===== src/udp_config.svh =====
// -----------------------------------------------
// Data path configuration
// Stream widths, port count, queue depth and the
// register map shared by all data path blocks
// -----------------------------------------------
`ifndef UDP_CONFIG_SVH
`define UDP_CONFIG_SVH

// Stream bus
`define UDP_DATA_WIDTH 64
`define UDP_CTRL_WIDTH 8

// Control value of the module header word
`define UDP_CTRL_HDR 8'hff

// Ports and queues
`define UDP_NUM_PORTS 4
`define UDP_OQ_DEPTH 16

// Register ring
`define UDP_REG_ADDR_WIDTH 8
`define UDP_REG_DATA_WIDTH 32

// Register map
`define UDP_REG_DEFAULT_PORT 8'h00
`define UDP_REG_NUM_PKTS 8'h01
`define UDP_REG_OQ_PKTS_BASE 8'h10

// Read data when no stage claims the address
`define UDP_REG_NO_REPLY 32'hdead_beef

`endif


===== src/udp_pkt_pkg.sv =====
// -----------------------------------------------
// Packet stream types
// Module header layout, the two decodings of a
// header word, and the beat of every stream link
// -----------------------------------------------
`include "udp_config.svh"

package udp_pkt_pkg;

   // Module header, first word of every packet
   typedef struct packed {
      logic [7:0]  dst_ports;
      logic [7:0]  src_port;
      // Words in the packet, header word included
      logic [15:0] word_len;
      logic [31:0] reserved;
   } pkt_hdr_t;

   // Same 64 bits as raw payload or as a header
   typedef union packed {
      logic [`UDP_DATA_WIDTH-1:0] raw;
      pkt_hdr_t                   hdr;
   } pkt_word_u;

   // One word on a stream link
   typedef struct packed {
      pkt_word_u                  data;
      logic [`UDP_CTRL_WIDTH-1:0] ctrl;
   } pkt_beat_t;

   // -----------------------------------------------
   // Control byte decode
   // -----------------------------------------------
   function automatic logic is_hdr(input logic [`UDP_CTRL_WIDTH-1:0] ctrl);
      return ctrl == `UDP_CTRL_HDR;
   endfunction

   // Last word has any nonzero control except the header mark
   function automatic logic is_eop(input logic [`UDP_CTRL_WIDTH-1:0] ctrl);
      return (ctrl != '0) && (ctrl != `UDP_CTRL_HDR);
   endfunction

endpackage


===== src/input_arbiter.sv =====
// -----------------------------------------------
// Input arbiter
// Round-robin merge of the input ports onto one
// stream bus, a whole packet per grant; stamps
// the source port into each header
// -----------------------------------------------
`include "udp_config.svh"

module input_arbiter
   import udp_pkt_pkg::*;
(
   input  logic                      clk,
   input  logic                      reset,
   input  pkt_beat_t                 in_beat [`UDP_NUM_PORTS],
   input  logic [`UDP_NUM_PORTS-1:0] in_valid,
   output logic [`UDP_NUM_PORTS-1:0] in_ready,
   output pkt_beat_t                 arb_beat,
   output logic                      arb_valid,
   input  logic                      arb_ready
);

   // Port count is a power of two, so the index wraps by itself
   localparam int PW = $clog2(`UDP_NUM_PORTS);

   logic [PW-1:0] cur_port;
   logic          locked;
   logic [PW-1:0] sel;
   logic [PW-1:0] idx;
   logic          found;
   logic          out_free;
   logic          xfer;
   pkt_word_u     word;

   // Next requester after the last grant, unless mid packet
   always_comb
   begin
      sel   = cur_port;
      found = 1'b0;
      idx   = cur_port;
      for (int k = 1; k <= `UDP_NUM_PORTS; k++)
      begin
         idx = cur_port + PW'(k);
         if (!found && in_valid[idx])
         begin
            sel   = idx;
            found = 1'b1;
         end
      end
      if (locked)
         sel = cur_port;
   end

   assign out_free = !arb_valid || arb_ready;

   always_comb
   begin
      in_ready      = '0;
      in_ready[sel] = out_free && in_valid[sel];
   end

   assign xfer = |(in_valid & in_ready);

   // Source port goes into the header word only
   always_comb
   begin
      word = in_beat[sel].data;
      if (is_hdr(in_beat[sel].ctrl))
         word.hdr.src_port = 8'(sel);
   end

   always_ff @(posedge clk)
   begin
      if (reset)
      begin
         cur_port  <= '0;
         locked    <= 1'b0;
         arb_valid <= 1'b0;
      end
      else if (xfer)
      begin
         cur_port  <= sel;
         locked    <= !is_eop(in_beat[sel].ctrl);
         arb_valid <= 1'b1;
      end
      else if (arb_ready)
         arb_valid <= 1'b0;
   end

   always_ff @(posedge clk)
   begin
      if (xfer)
      begin
         arb_beat.data <= word;
         arb_beat.ctrl <= in_beat[sel].ctrl;
      end
   end

   // A granted packet starts with its header and carries no other
   a_pkt_framing: assert property (@(posedge clk) disable iff (reset)
      xfer |-> (is_hdr(in_beat[sel].ctrl) == !locked));

endmodule


===== config.mk =====
export PLATFORM = sky130hd
export DESIGN_NAME = input_arbiter
export DESIGN_NICKNAME = d
export VERILOG_FILES = /design/src/udp_pkt_pkg.sv /design/src/input_arbiter.sv
export VERILOG_INCLUDE_DIRS = /design/src
export SDC_FILE = /design/constraint.sdc
export NUM_CORES = 1
export LEC_CHECK = 0
export BUFFER_PORTS_ARGS = -buffer_cell sky130_fd_sc_hd__buf_2
export CAP_MARGIN = 20
export CELL_PAD_IN_SITES_DETAIL_PLACEMENT = 1
export CELL_PAD_IN_SITES_GLOBAL_PLACEMENT = 1
export CORE_AREA = 3 3 145 147
export CTS_BUF_LIST = sky130_fd_sc_hd__clkbuf_8
export CTS_CLUSTER_SIZE = 16
export DETAILED_ROUTE_END_ITERATION = 6
export DIE_AREA = 0 0 148 150
export PLACE_DENSITY_LB_ADDON = 0.1
export SYNTH_ARGS = -nofsm -noshare
export SYNTH_HDL_FRONTEND = slang
export SYNTH_SLANG_ARGS = --single-unit

===== constraint.sdc =====
create_clock -name clk -period 5.5 [get_ports clk]
set_input_delay 1.1 -clock clk [delete_from_list [all_inputs] [get_ports clk]]
set_output_delay 1.1 -clock clk [all_outputs]
set_load 0.01 [all_outputs]

==> results of run 1 <==
-- power by group through the flow --
stage	clock network [mW]	logic (mW)	registers [mW]
after detailed placement	0	2.44	1.24
after global routing	0.492	2.66	1.26
after CTS	0.472	2.44	1.24
after global placement	0	2.43	1.24
final	0.457	2.40	1.23
after floorplan	0	1.36	1.42
-- through the flow --
stage	cell area, um^2	setup WS [ns]	util
after global routing	7650	0.244	0.382
after detailed placement	7440	0.754	0.371
after CTS	7640	0.539	0.381
after floorplan	5390	0.732	-
after global placement	7440	0.772	0.371
final	7650	0.577	0.382
-- routing by layer --
metal / global-route usage / vias to the layer above / routed length, um
met3: 0.0494 / 19 / 1630
met5: 0 / - / 13
met4: 0.0582 / 2 / 283
met2: 0.372 / 219 / 12800
met1: 0.261 / 2961 / 10300
li1: - / 3090 / -
-- logic make-up after synthesis --
logic type,count (synthesis)
AOI/OAI and AO/OA,105
xor gates and xnor gates,1
buffers and inverters,63
DFF,76
muxes,7
and+or+nand+nor,424
-- worst max-delay path, stage by stage, from the launching register on --
cell     delay (ns)
dfxtp_1        0.74
buf_4          0.41
nor2b_1        0.31
o21a_1         0.64
o31ai_1        0.24
nand2_2        0.45
nand2_1        0.11
nand2_1        0.11
nand3_1        0.11
nor2_1         0.15
buf_2          0.17
-- synth_stat cells (all sizes together), types with 6 or more instances --
cell,count
a2111oi,17
and3,56
mux4,6
nor3,16
and2,7
nor2,16
edfxtp,72
clkbuf,46
buf,14
nand2,298
a31oi,56
a32oi,17
nor4,10
nor2b,8
-- how the worst max path moves through the flow --
stage	startpoint	to	cells after the start
5_1_grt	cur_port[0]	in_ready[2]	10
3_3_place_gp	in_valid[1]	in_ready[2]	10
4_1_cts	cur_port[0]	in_ready[2]	10
6_report	cur_port[0]	in_ready[2]	10
3_5_place_dp	in_valid[1]	in_ready[2]	10
2_1_floorplan	in_valid[3]	arb_beat[0]	10
-- flip-flops by register name, indices dropped and copies added, names as in the netlist --
| name | cells |
|---|---|
| arb_valid | 1 |
| cur_port | 2 |
| arb_beat | 72 |
| locked | 1 |
-- cell type report --
class / count / area (um^2)
clock buffers: 10 / 138
well taps: 270 / 338
fillers: 2587 / 12400
clock inverters: 6 / 62.6
flip-flops and latches: 76 / 2240
inverters: 3 / 12.5
repair buffers: 384 / 1970
multi-input cells: 537 / 2880
diodes: 4 / 10.0
==> flow_results.xml, run 1 <==
<?xml version="1.0" encoding="UTF-8"?>
<metrics>
  <group name="grt">
    <metric name="grt_first_pass_wirelength" unit="mm">36.4</metric>
    <metric name="grt.overflow.total" unit="">0</metric>
    <metric name="grt_start_max_net_pins" unit="">64</metric>
    <metric name="globalRouteTotalUtil" unit="">0.212</metric>
    <metric name="vias_in_the_first_global_route" unit="">6208</metric>
    <metric name="number_of_antenna_violations_at_the_first_check_in_global_routing" unit="">4</metric>
  </group>
  <group name="power_and_ir_drop">
    <metric name="power.sequential.fraction" unit="">0.301</metric>
    <metric name="total_leakage_power" unit="nW">3.64</metric>
    <metric name="net_sw_frac" unit="">0.458</metric>
    <metric name="vdd_ir_drop_max" unit="uV">164</metric>
    <metric name="total_power" unit="mW">4.09</metric>
    <metric name="power.density_cell_area" unit="nW/um^2">534</metric>
    <metric name="clkPwrFrac" unit="">0.112</metric>
    <metric name="comb_power_share" unit="">0.587</metric>
    <metric name="internal_power" unit="mW">2.21</metric>
    <metric name="switchingPower" unit="mW">1.87</metric>
  </group>
  <group name="timing">
    <metric name="timing.hold.ws" unit="ns">0.638</metric>
    <metric name="timing.setup.tns" unit="ns">0</metric>
    <metric name="timing.final.crit_period" unit="ns">4.92</metric>
    <metric name="timing_worst_slew_pin_value" unit="ns">0.981</metric>
    <metric name="fmax" unit="GHz">0.203</metric>
    <metric name="setup_repair_after_global_routing_missed_its_margin" unit="">no</metric>
    <metric name="timing.clock.skew" unit="ns">0.0211</metric>
    <metric name="final_hold_viol_count" unit="">0</metric>
    <metric name="final_max_slew_viol_count" unit="">0</metric>
    <metric name="relSlewSlack" unit="">0.344</metric>
    <metric name="setup_viol" unit="">0</metric>
    <metric name="finalCritPeriodShare" unit="">0.895</metric>
  </group>
  <group name="synth">
    <metric name="muxShareOfSynthArea" unit="">0.0272</metric>
    <metric name="dominant_combinational_cell_family_by_area_after_synthesis" unit="">simple AND/OR/NAND/NOR gates</metric>
    <metric name="cell_area_synth" unit="um^2">5390</metric>
    <metric name="synth_sequential_area_ratio" unit="">0.416</metric>
    <metric name="yosysWarnings" unit="">0</metric>
    <metric name="synth_top_cell_area_share" unit="">0.401</metric>
    <metric name="synth.avg_cell_area" unit="um^2">7.97</metric>
    <metric name="synth_seq_cells" unit="">76</metric>
    <metric name="post-synth-top-area-cell" unit="">edfxtp_1</metric>
    <metric name="mappedNetlistNets" unit="">971</metric>
    <metric name="synthTopCellsByArea" unit="">edfxtp_1 (40%), nand2_1 (21%), a31oi_1 (6.5%), and3_1 (6.5%), clkbuf_1 (3.2%)</metric>
    <metric name="synth_compound_area_frac" unit="">0.147</metric>
    <metric name="synth_enable_flop_cells" unit="">72</metric>
    <metric name="synth_async_sr_flop_share" unit="">0</metric>
    <metric name="synthSimpleGateAreaFrac" unit="">0.356</metric>
    <metric name="synth_fa_ha_area_frac" unit="">0</metric>
    <metric name="syn_inst" unit="">676</metric>
    <metric name="synth.lib_cells_used.distinct" unit="">49</metric>
    <metric name="dominantRegCellSynth" unit="">edfxtp_1</metric>
    <metric name="synthXorXnorAreaFrac" unit="">0.00163</metric>
  </group>
  <group name="setup_path">
    <metric name="critical_path_peak_fanout" unit="">28</metric>
    <metric name="crit_path_class" unit="">reg -&gt; out</metric>
    <metric name="crit-reg2reg-launch" unit="">cur_port[0]</metric>
    <metric name="r2r_end" unit="">arb_beat[15]</metric>
    <metric name="data_arrival_time_of_the_critical_path" unit="ns">3.82</metric>
    <metric name="rr_worst_depth" unit="">8</metric>
    <metric name="critPathCaptureType" unit="">output port</metric>
    <metric name="cp-start-kind" unit="">flop</metric>
    <metric name="cp.required" unit="ns">4.40</metric>
    <metric name="ff2ff_setup_slack" unit="ns">1.26</metric>
  </group>
  <group name="floorplan">
    <metric name="dieHeight" unit="um">150</metric>
    <metric name="die_area" unit="um^2">22200</metric>
    <metric name="fp.dieW" unit="um">148</metric>
    <metric name="top_level_ports" unit="">372</metric>
    <metric name="std_cell_rows" unit="">52</metric>
    <metric name="initial_utilization" unit="">0.269</metric>
    <metric name="core_region_area" unit="um^2">20000</metric>
  </group>
  <group name="cts">
    <metric name="clk_pin_slew_worst_paths" unit="ns">0.09</metric>
    <metric name="cts.sink_count" unit="">76</metric>
    <metric name="cts_tree" unit="">done</metric>
    <metric name="max-clock-path-buffers" unit="">2</metric>
    <metric name="post_cts_hold_buffer_count" unit="">0</metric>
    <metric name="clk_latency" unit="ns">0.39</metric>
    <metric name="cts_buffers" unit="">9</metric>
    <metric name="cts-htree-levels" unit="">3</metric>
    <metric name="cts_resized" unit="">0</metric>
    <metric name="post-cts-setup-buffers" unit="">0</metric>
    <metric name="cts-root-buf" unit="">clkbuf_8</metric>
  </group>
  <group name="routing">
    <metric name="routed_via_density" unit="">4.88</metric>
    <metric name="first_iter_violations" unit="">265</metric>
    <metric name="drt_pass1_iterations" unit="">4</metric>
    <metric name="finalWirelength" unit="mm">25.0</metric>
    <metric name="detail_route.wl_per_cell" unit="um">19.4</metric>
    <metric name="route.detailed.drc" unit="">0</metric>
    <metric name="num_vias" unit="">6291</metric>
    <metric name="ant_nets" unit="">0</metric>
  </group>
  <group name="finish">
    <metric name="highest_count_cells_in_the_layout_ignoring_fill_and_taps" unit="">buf_2 (371), nand2_1 (297), edfxtp_1 (72)</metric>
    <metric name="finalNonFillerCells" unit="">1290</metric>
    <metric name="num-nets-final" unit="">1306</metric>
    <metric name="area.growth.synth_to_final" unit="%">42.0</metric>
    <metric name="layout_commonest_cell" unit="">buf_2</metric>
    <metric name="layout-drive-gt1-share" unit="">0.417</metric>
  </group>
  <group name="hold_path">
    <metric name="hold_end" unit="">arb_valid</metric>
    <metric name="min_path_type" unit="">reg -&gt; reg</metric>
    <metric name="worst_hold_path_startpoint" unit="">arb_valid</metric>
    <metric name="whs_path_depth" unit="">2</metric>
  </group>
  <group name="place">
    <metric name="number_of_placed_instances_with_taps_included" unit="">1270</metric>
    <metric name="hpwl" unit="mm">18.9</metric>
    <metric name="port-buffer-count" unit="">371</metric>
    <metric name="globalplace.congestion" unit="">0.813</metric>
  </group>
  <group name="run_status">
    <metric name="outcome" unit="">complete, no violations</metric>
  </group>
  <group name="flow_run">
    <metric name="cap_violations" unit="">0</metric>
  </group>
</metrics>
Power figures use the tool's default switching activity.
==> inputs of run 2 (changes only) <==
--- a/config.mk
+++ b/config.mk
@@ -6,15 +6,16 @@
 export SDC_FILE = /design/constraint.sdc
 export NUM_CORES = 1
 export LEC_CHECK = 0
+export ABC_AREA = 1
 export BUFFER_PORTS_ARGS = -buffer_cell sky130_fd_sc_hd__buf_2
 export CAP_MARGIN = 20
 export CELL_PAD_IN_SITES_DETAIL_PLACEMENT = 1
 export CELL_PAD_IN_SITES_GLOBAL_PLACEMENT = 1
-export CORE_AREA = 3 3 145 147
+export CORE_AREA = 3 3 142 144
 export CTS_BUF_LIST = sky130_fd_sc_hd__clkbuf_8
 export CTS_CLUSTER_SIZE = 16
 export DETAILED_ROUTE_END_ITERATION = 6
-export DIE_AREA = 0 0 148 150
+export DIE_AREA = 0 0 145 147
 export PLACE_DENSITY_LB_ADDON = 0.1
 export SYNTH_ARGS = -nofsm -noshare
 export SYNTH_HDL_FRONTEND = slang
==> run 2 against run 1 <==
  * First-iteration DRC count shrank 9.4%
  * Clock-buffer cell count is 1 lower
  * Critical path depth grew 7
  * Non-clock buffer count shrank 7
  * Worst hold slack worse by 0.010 ns
  * Sequential cell count unchanged
  * Sequential power grew 19%
  * Die area down 4.0%
  * Design area is 8.9% lower
  * Synthesized cell count shrank 22%
  * Highest routed layer is now met4
==> flow_results.xml, run 2 <==
<?xml version="1.0" encoding="UTF-8"?>
<metrics>
  <group name="synth">
    <metric name="yosysWarnings" unit="">0</metric>
    <metric name="yosys.cell_count.top_type" unit="">nand2_1</metric>
    <metric name="synth.avg_cell_area" unit="um^2">8.84</metric>
    <metric name="dominantRegCellSynth" unit="">edfxtp_1</metric>
    <metric name="synth.lib_cells_used.distinct" unit="">28</metric>
    <metric name="synth_compound_area_frac" unit="">0.196</metric>
    <metric name="netlist_top_cells_count" unit="">nand2_1 (194), a22oi_1 (103), edfxtp_1 (72)</metric>
    <metric name="muxShareOfSynthArea" unit="">0</metric>
    <metric name="synth_seq_cells" unit="">76</metric>
    <metric name="dominant_combinational_cell_family_by_area_after_synthesis" unit="">simple AND/OR/NAND/NOR gates</metric>
    <metric name="synthTopCellsByArea" unit="">edfxtp_1 (46%), a22oi_1 (17%), nand2_1 (16%), nand3_1 (4.5%), buf_2 (2.7%)</metric>
    <metric name="synthSimpleGateAreaFrac" unit="">0.262</metric>
    <metric name="synth_top_cell_area_share" unit="">0.462</metric>
    <metric name="syn_inst" unit="">530</metric>
    <metric name="post-synth-top-area-cell" unit="">edfxtp_1</metric>
    <metric name="synthXorXnorAreaFrac" unit="">0</metric>
    <metric name="cell_area_synth" unit="um^2">4680</metric>
    <metric name="synth_async_sr_flop_share" unit="">0</metric>
    <metric name="synth_sequential_area_ratio" unit="">0.479</metric>
    <metric name="synth_fa_ha_area_frac" unit="">0</metric>
    <metric name="mappedNetlistNets" unit="">825</metric>
    <metric name="synth_enable_flop_cells" unit="">72</metric>
  </group>
  <group name="floorplan">
    <metric name="initial_utilization" unit="">0.249</metric>
    <metric name="top_level_ports" unit="">372</metric>
    <metric name="fp.dieW" unit="um">145</metric>
    <metric name="die_area" unit="um^2">21300</metric>
    <metric name="dieHeight" unit="um">147</metric>
    <metric name="core_region_area" unit="um^2">18800</metric>
    <metric name="std_cell_rows" unit="">50</metric>
  </group>
  <group name="setup_path">
    <metric name="cp-start-kind" unit="">flop</metric>
    <metric name="crit_path_class" unit="">reg -&gt; out</metric>
    <metric name="crit-reg2reg-launch" unit="">cur_port[0]</metric>
    <metric name="critPathCaptureType" unit="">output port</metric>
    <metric name="data_arrival_time_of_the_critical_path" unit="ns">3.12</metric>
    <metric name="r2r_end" unit="">arb_beat[4]</metric>
    <metric name="critical_path_peak_fanout" unit="">15</metric>
    <metric name="ff2ff_setup_slack" unit="ns">1.80</metric>
    <metric name="cp.required" unit="ns">4.40</metric>
    <metric name="rr_worst_depth" unit="">15</metric>
  </group>
  <group name="cts">
    <metric name="cts_resized" unit="">0</metric>
    <metric name="cts.sink_count" unit="">76</metric>
    <metric name="cts-htree-levels" unit="">3</metric>
    <metric name="post-cts-setup-buffers" unit="">0</metric>
    <metric name="cts-root-buf" unit="">clkbuf_8</metric>
    <metric name="clk_pin_slew_worst_paths" unit="ns">0.08</metric>
    <metric name="post_cts_hold_buffer_count" unit="">0</metric>
    <metric name="cts_tree" unit="">done</metric>
    <metric name="cts_buffers" unit="">9</metric>
    <metric name="max-clock-path-buffers" unit="">2</metric>
    <metric name="clk_latency" unit="ns">0.36</metric>
  </group>
  <group name="power_and_ir_drop">
    <metric name="power.density_cell_area" unit="nW/um^2">811</metric>
    <metric name="vdd_ir_drop_max" unit="uV">474</metric>
    <metric name="total_leakage_power" unit="nW">3.51</metric>
  </group>
  <group name="place">
    <metric name="globalplace.congestion" unit="">0.864</metric>
    <metric name="place_area" unit="um^2">6720</metric>
    <metric name="port-buffer-count" unit="">371</metric>
    <metric name="hpwl" unit="mm">17.9</metric>
  </group>
  <group name="finish">
    <metric name="regMostFlops" unit="">arb_beat</metric>
    <metric name="total_non_filler_cell_area_in_the_finished_layout" unit="um^2">6970</metric>
    <metric name="max_ffs_per_register" unit="">72</metric>
    <metric name="nFillCells" unit="">2391</metric>
    <metric name="num-nets-final" unit="">1180</metric>
    <metric name="layout_top_registers" unit="">arb_beat (72), cur_port (2)</metric>
    <metric name="highest_count_cells_in_the_layout_ignoring_fill_and_taps" unit="">buf_2 (371), nand2_1 (194), a22oi_1 (103)</metric>
    <metric name="area.growth.synth_to_final" unit="%">48.8</metric>
    <metric name="layout-drive-gt1-share" unit="">0.489</metric>
    <metric name="layout_commonest_cell" unit="">buf_2</metric>
    <metric name="utilization" unit="">0.370</metric>
  </group>
  <group name="timing">
    <metric name="relSlewSlack" unit="">0.347</metric>
    <metric name="setup_repair_after_global_routing_missed_its_margin" unit="">no</metric>
    <metric name="finalCritPeriodShare" unit="">0.767</metric>
    <metric name="timing.clock.skew" unit="ns">0.00853</metric>
    <metric name="timing_worst_slew_pin_value" unit="ns">0.980</metric>
    <metric name="timing.setup.tns" unit="ns">0</metric>
    <metric name="fmax" unit="GHz">0.237</metric>
    <metric name="final_hold_viol_count" unit="">0</metric>
    <metric name="setup_viol" unit="">0</metric>
    <metric name="timing.final.crit_period" unit="ns">4.22</metric>
    <metric name="final_max_slew_viol_count" unit="">0</metric>
    <metric name="timing.hold.ws" unit="ns">0.627</metric>
  </group>
  <group name="hold_path">
    <metric name="worst_hold_path_startpoint" unit="">cur_port[1]</metric>
    <metric name="hold_end" unit="">cur_port[1]</metric>
    <metric name="min_path_type" unit="">reg -&gt; reg</metric>
    <metric name="whs_path_depth" unit="">2</metric>
  </group>
  <group name="flow_run">
    <metric name="cap_violations" unit="">0</metric>
  </group>
  <group name="routing">
    <metric name="ant_nets" unit="">0</metric>
    <metric name="finalWirelength" unit="mm">22.0</metric>
    <metric name="detail_route.wl_per_cell" unit="um">19.1</metric>
    <metric name="num_vias" unit="">5394</metric>
    <metric name="route.detailed.drc" unit="">0</metric>
    <metric name="drt_pass1_iterations" unit="">4</metric>
    <metric name="first_iter_violations" unit="">240</metric>
    <metric name="routed_via_density" unit="">4.67</metric>
  </group>
  <group name="grt">
    <metric name="globalRouteMet2Util" unit="">0.352</metric>
    <metric name="gr-max-usage-layer" unit="">met2</metric>
    <metric name="number_of_antenna_violations_at_the_first_check_in_global_routing" unit="">3</metric>
    <metric name="grt_first_pass_wirelength" unit="mm">33.0</metric>
    <metric name="globalRouteMet3Util" unit="">0.0524</metric>
    <metric name="vias_in_the_first_global_route" unit="">5741</metric>
    <metric name="grt_start_max_net_pins" unit="">74</metric>
    <metric name="globalRouteTotalUtil" unit="">0.196</metric>
    <metric name="globalRouteMet1Util" unit="">0.226</metric>
    <metric name="grt.overflow.total" unit="">0</metric>
  </group>
  <group name="run_status">
    <metric name="outcome" unit="">complete, no violations</metric>
  </group>
</metrics>
## run 2: kinds of logic after synthesis
logic type,Yosys count
flops,76
simple gates,275
buf+inv,58
compound gates,121
## run 2: report_power, final
group / switching, mW / total, mW / internal [mW] / leakage (nW)
clock network: 0.224 / 0.482 / 0.258 / 0.108
logic: 2.53 / 3.72 / 1.19 / 2.64
registers: 0.0916 / 1.46 / 1.37 / 0.753
## run 2: cell type report
class / count / area (um^2) / share of cell area
Sequential cell: 76 / 2240 / 0.322
Multi-Input combinational cell: 396 / 2160 / 0.310
Timing Repair Buffer: 377 / 1910 / 0.275
Tap cell: 260 / 325 / 0.0467
Clock buffer: 9 / 124 / 0.0178
Inverter: 25 / 100 / 0.0144
Clock inverter: 7 / 97.6 / 0.0140
Antenna cell: 4 / 10.0 / 0.00144
## run 2: how the worst max path moves through the flow
stage / from / end / slack, ns
2_1_floorplan: in_valid[2] / in_ready[3] / 1.01
3_3_place_gp: in_valid[1] / in_ready[3] / 1.46
3_5_place_dp: in_valid[1] / in_ready[2] / 1.33
4_1_cts: cur_port[0] / in_ready[2] / 1.26
5_1_grt: cur_port[0] / in_ready[2] / 1.04
6_report: cur_port[0] / in_ready[2] / 1.28
## run 2: metrics by stage
stage | worst slack, ns | std cells | power (mW)
finish | 1.28 | 1154 | 5.65
global route | 1.04 | 1153 | 6.17
CTS | 1.26 | 1149 | 5.75
detailed placement | 1.33 | 1133 | 5.25
global placement | 1.46 | 1133 | 5.13
floorplan | 1.01 | 530 | 4.05
## run 2: critical path, cell delays in order, from the launching register on
cell and delay (ns):
dfxtp_1 0.64, inv_2 0.23, nand2_1 0.11, nand2_1 0.12, nand2_4 0.13, nand2_4 0.08, clkinv_2 0.06, nand3_2 0.08
nand2_1 0.09, nand3_2 0.23, nand2_4 0.27, nor2_1 0.08, o21ai_2 0.16, nand3_4 0.14, clkinv_2 0.09, nand2_1 0.06
inv_1 0.05, buf_2 0.12
## run 2: per-layer routing
layer | up-vias | share of wire
met1 | 2517 | 0.39
li1 | 2609 | -
met5 | - | 0
met4 | 0 | 0.026
met3 | 32 | 0.068
met2 | 236 | 0.51
==> inputs of run 3 (changes only) <==
==> constraint.sdc (replaced) <==
create_clock -name clk -period 4.2 [get_ports clk]
set_input_delay 0.84 -clock clk [delete_from_list [all_inputs] [get_ports clk]]
set_output_delay 0.84 -clock clk [all_outputs]
set_load 0.01 [all_outputs]
==> run 3 against run 2 <==
  * Design area shrank 0.11%
  * Clock power grew 16%
  * Combinational power grew 32%
  * Worst hold slack about the same
  * Global-route usage up 0.74 points
  * Total power up 31%
  * Largest power group unchanged
==> flow_results.xml, run 3 (synthesis gave the netlist of run 2 again) <==
<?xml version="1.0" encoding="UTF-8"?>
<metrics>
  <group name="place">
    <metric name="port-buffer-count" unit="">371</metric>
    <metric name="globalplace.congestion" unit="">0.864</metric>
    <metric name="number_of_placed_instances_with_taps_included" unit="">1134</metric>
    <metric name="hpwl" unit="mm">17.9</metric>
    <metric name="detailedPlace.worstSlack" unit="ns">0.452</metric>
    <metric name="place_area" unit="um^2">6750</metric>
  </group>
  <group name="finish">
    <metric name="num-nets-final" unit="">1180</metric>
    <metric name="max_ffs_per_register" unit="">72</metric>
    <metric name="total_non_filler_cell_area_in_the_finished_layout" unit="um^2">6960</metric>
    <metric name="register_area" unit="um^2">2240</metric>
    <metric name="nFillCells" unit="">2349</metric>
    <metric name="finalNonFillerCells" unit="">1158</metric>
    <metric name="highest_count_cells_in_the_layout_ignoring_fill_and_taps" unit="">buf_2 (371), nand2_1 (194), a22oi_1 (103)</metric>
    <metric name="area.growth.synth_to_final" unit="%">48.7</metric>
    <metric name="regMostFlops" unit="">arb_beat</metric>
    <metric name="layout_commonest_cell" unit="">buf_2</metric>
    <metric name="layout-drive-gt1-share" unit="">0.489</metric>
    <metric name="multi_input_area" unit="um^2">2160</metric>
    <metric name="layout_top_registers" unit="">arb_beat (72), cur_port (2)</metric>
    <metric name="utilization" unit="">0.370</metric>
  </group>
  <group name="flow_run">
    <metric name="cap_violations" unit="">0</metric>
  </group>
  <group name="cts">
    <metric name="cts_buffers" unit="">9</metric>
    <metric name="cts-root-buf" unit="">clkbuf_8</metric>
    <metric name="cts_tree" unit="">done</metric>
    <metric name="cts-htree-levels" unit="">3</metric>
    <metric name="clk_pin_slew_worst_paths" unit="ns">0.08</metric>
    <metric name="clk_latency" unit="ns">0.36</metric>
    <metric name="max-clock-path-buffers" unit="">2</metric>
    <metric name="cts.sink_count" unit="">76</metric>
  </group>
  <group name="setup_path">
    <metric name="critPathCaptureType" unit="">output port</metric>
    <metric name="cp.required" unit="ns">3.36</metric>
    <metric name="data_arrival_time_of_the_critical_path" unit="ns">2.87</metric>
    <metric name="crit_path_class" unit="">reg -&gt; out</metric>
    <metric name="critical_path_peak_fanout" unit="">15</metric>
    <metric name="cp-start-kind" unit="">flop</metric>
  </group>
  <group name="power_and_ir_drop">
    <metric name="total_power" unit="mW">7.38</metric>
    <metric name="power.density_cell_area" unit="nW/um^2">1060</metric>
    <metric name="total_leakage_power" unit="nW">3.50</metric>
    <metric name="vdd_ir_drop_max" unit="uV">599</metric>
  </group>
  <group name="routing">
    <metric name="first_iter_violations" unit="">300</metric>
    <metric name="routed_via_density" unit="">4.65</metric>
    <metric name="ant_nets" unit="">0</metric>
    <metric name="route.detailed.drc" unit="">0</metric>
    <metric name="finalWirelength" unit="mm">22.4</metric>
    <metric name="detail_route.wl_per_cell" unit="um">19.3</metric>
    <metric name="drt_pass1_iterations" unit="">4</metric>
    <metric name="num_vias" unit="">5379</metric>
  </group>
  <group name="floorplan">
    <metric name="die_area" unit="um^2">21300</metric>
    <metric name="std_cell_rows" unit="">50</metric>
    <metric name="dieHeight" unit="um">147</metric>
    <metric name="initial_utilization" unit="">0.249</metric>
    <metric name="top_level_ports" unit="">372</metric>
    <metric name="fp.dieW" unit="um">145</metric>
    <metric name="core_region_area" unit="um^2">18800</metric>
  </group>
  <group name="timing">
    <metric name="finalCritPeriodShare" unit="">0.884</metric>
    <metric name="final_max_slew_viol_count" unit="">0</metric>
    <metric name="timing.final.crit_period" unit="ns">3.71</metric>
    <metric name="setup_viol" unit="">0</metric>
    <metric name="timing.hold.ws" unit="ns">0.628</metric>
    <metric name="relSlewSlack" unit="">0.360</metric>
    <metric name="timing_worst_slew_pin_value" unit="ns">0.960</metric>
    <metric name="final_hold_viol_count" unit="">0</metric>
    <metric name="postLayoutSetupSlackWorst" unit="ns">0.486</metric>
    <metric name="timing.setup.tns" unit="ns">0</metric>
    <metric name="timing.clock.skew" unit="ns">0.00388</metric>
    <metric name="fmax" unit="GHz">0.269</metric>
    <metric name="setup_repair_after_global_routing_missed_its_margin" unit="">no</metric>
  </group>
  <group name="grt">
    <metric name="grt_start_max_net_pins" unit="">74</metric>
    <metric name="number_of_antenna_violations_at_the_first_check_in_global_routing" unit="">8</metric>
    <metric name="grt_first_pass_wirelength" unit="mm">34.2</metric>
    <metric name="globalRouteTotalUtil" unit="">0.204</metric>
    <metric name="vias_in_the_first_global_route" unit="">5895</metric>
    <metric name="grt.overflow.total" unit="">0</metric>
  </group>
  <group name="run_status">
    <metric name="outcome" unit="">complete, no violations</metric>
  </group>
  <group name="hold_path">
    <metric name="min_path_type" unit="">reg -&gt; reg</metric>
  </group>
</metrics>
-- run 3: metal layers --
| layer | GRT usage | routed length (um) | vias up |
|---|---|---|---|
| li1 | - | - | 2615 |
| met1 | 0.229 | 8530 | 2515 |
| met2 | 0.368 | 11600 | 214 |
| met3 | 0.0629 | 1610 | 33 |
| met4 | 0.0698 | 580 | 2 |
| met5 | 0 | 13 | - |
-- run 3: worst paths after layout --
check | from | to | slack (ns) | depth (start not counted)
max | cur_port[0] | in_ready[2] | 0.49 | 17
min | cur_port[1] | cur_port[1] | 0.63 | 2
max reg2reg | cur_port[0] | arb_beat[47] | 0.79 | 15
min reg2reg | cur_port[1] | cur_port[1] | 0.63 | 2
-- run 3: power by group --
group | total, mW | switching [mW] | internal, mW
logic | 4.91 | 3.33 | 1.58
registers | 1.91 | 0.120 | 1.79
clock network | 0.561 | 0.290 | 0.271
-- run 3: final cells by class --
class                   instances  area share
diodes                          8     0.00287
clock buffers                   9      0.0178
clock inverters                 7     0.00952
inverters                      25      0.0144
multi-input cells             396       0.310
flip-flops and latches         76       0.322
well taps                     260      0.0467
repair buffers                377       0.277
-- run 3: repair_timing --
item | 4_1_cts | 5_1_grt
setup buffers | 0 | 0
hold buffers | 0 | 0
resized for setup | 0 | 1
endpoints found under the setup margin | 0 | 1
-- run 3: critical path: stages (launching register included) --
cell      delay, ns
dfxtp_2        0.48
inv_2          0.16
nand2_1        0.09
nand2_1        0.12
nand2_4        0.13
nand2_4        0.08
clkinv_2       0.06
nand3_2        0.08
nand2_1        0.09
nand3_2        0.23
nand2_4        0.27
nor2_1         0.07
o21ai_2        0.16
nand3_4        0.14
clkinv_2       0.09
nand2_1        0.07
inv_1          0.05
buf_2          0.12
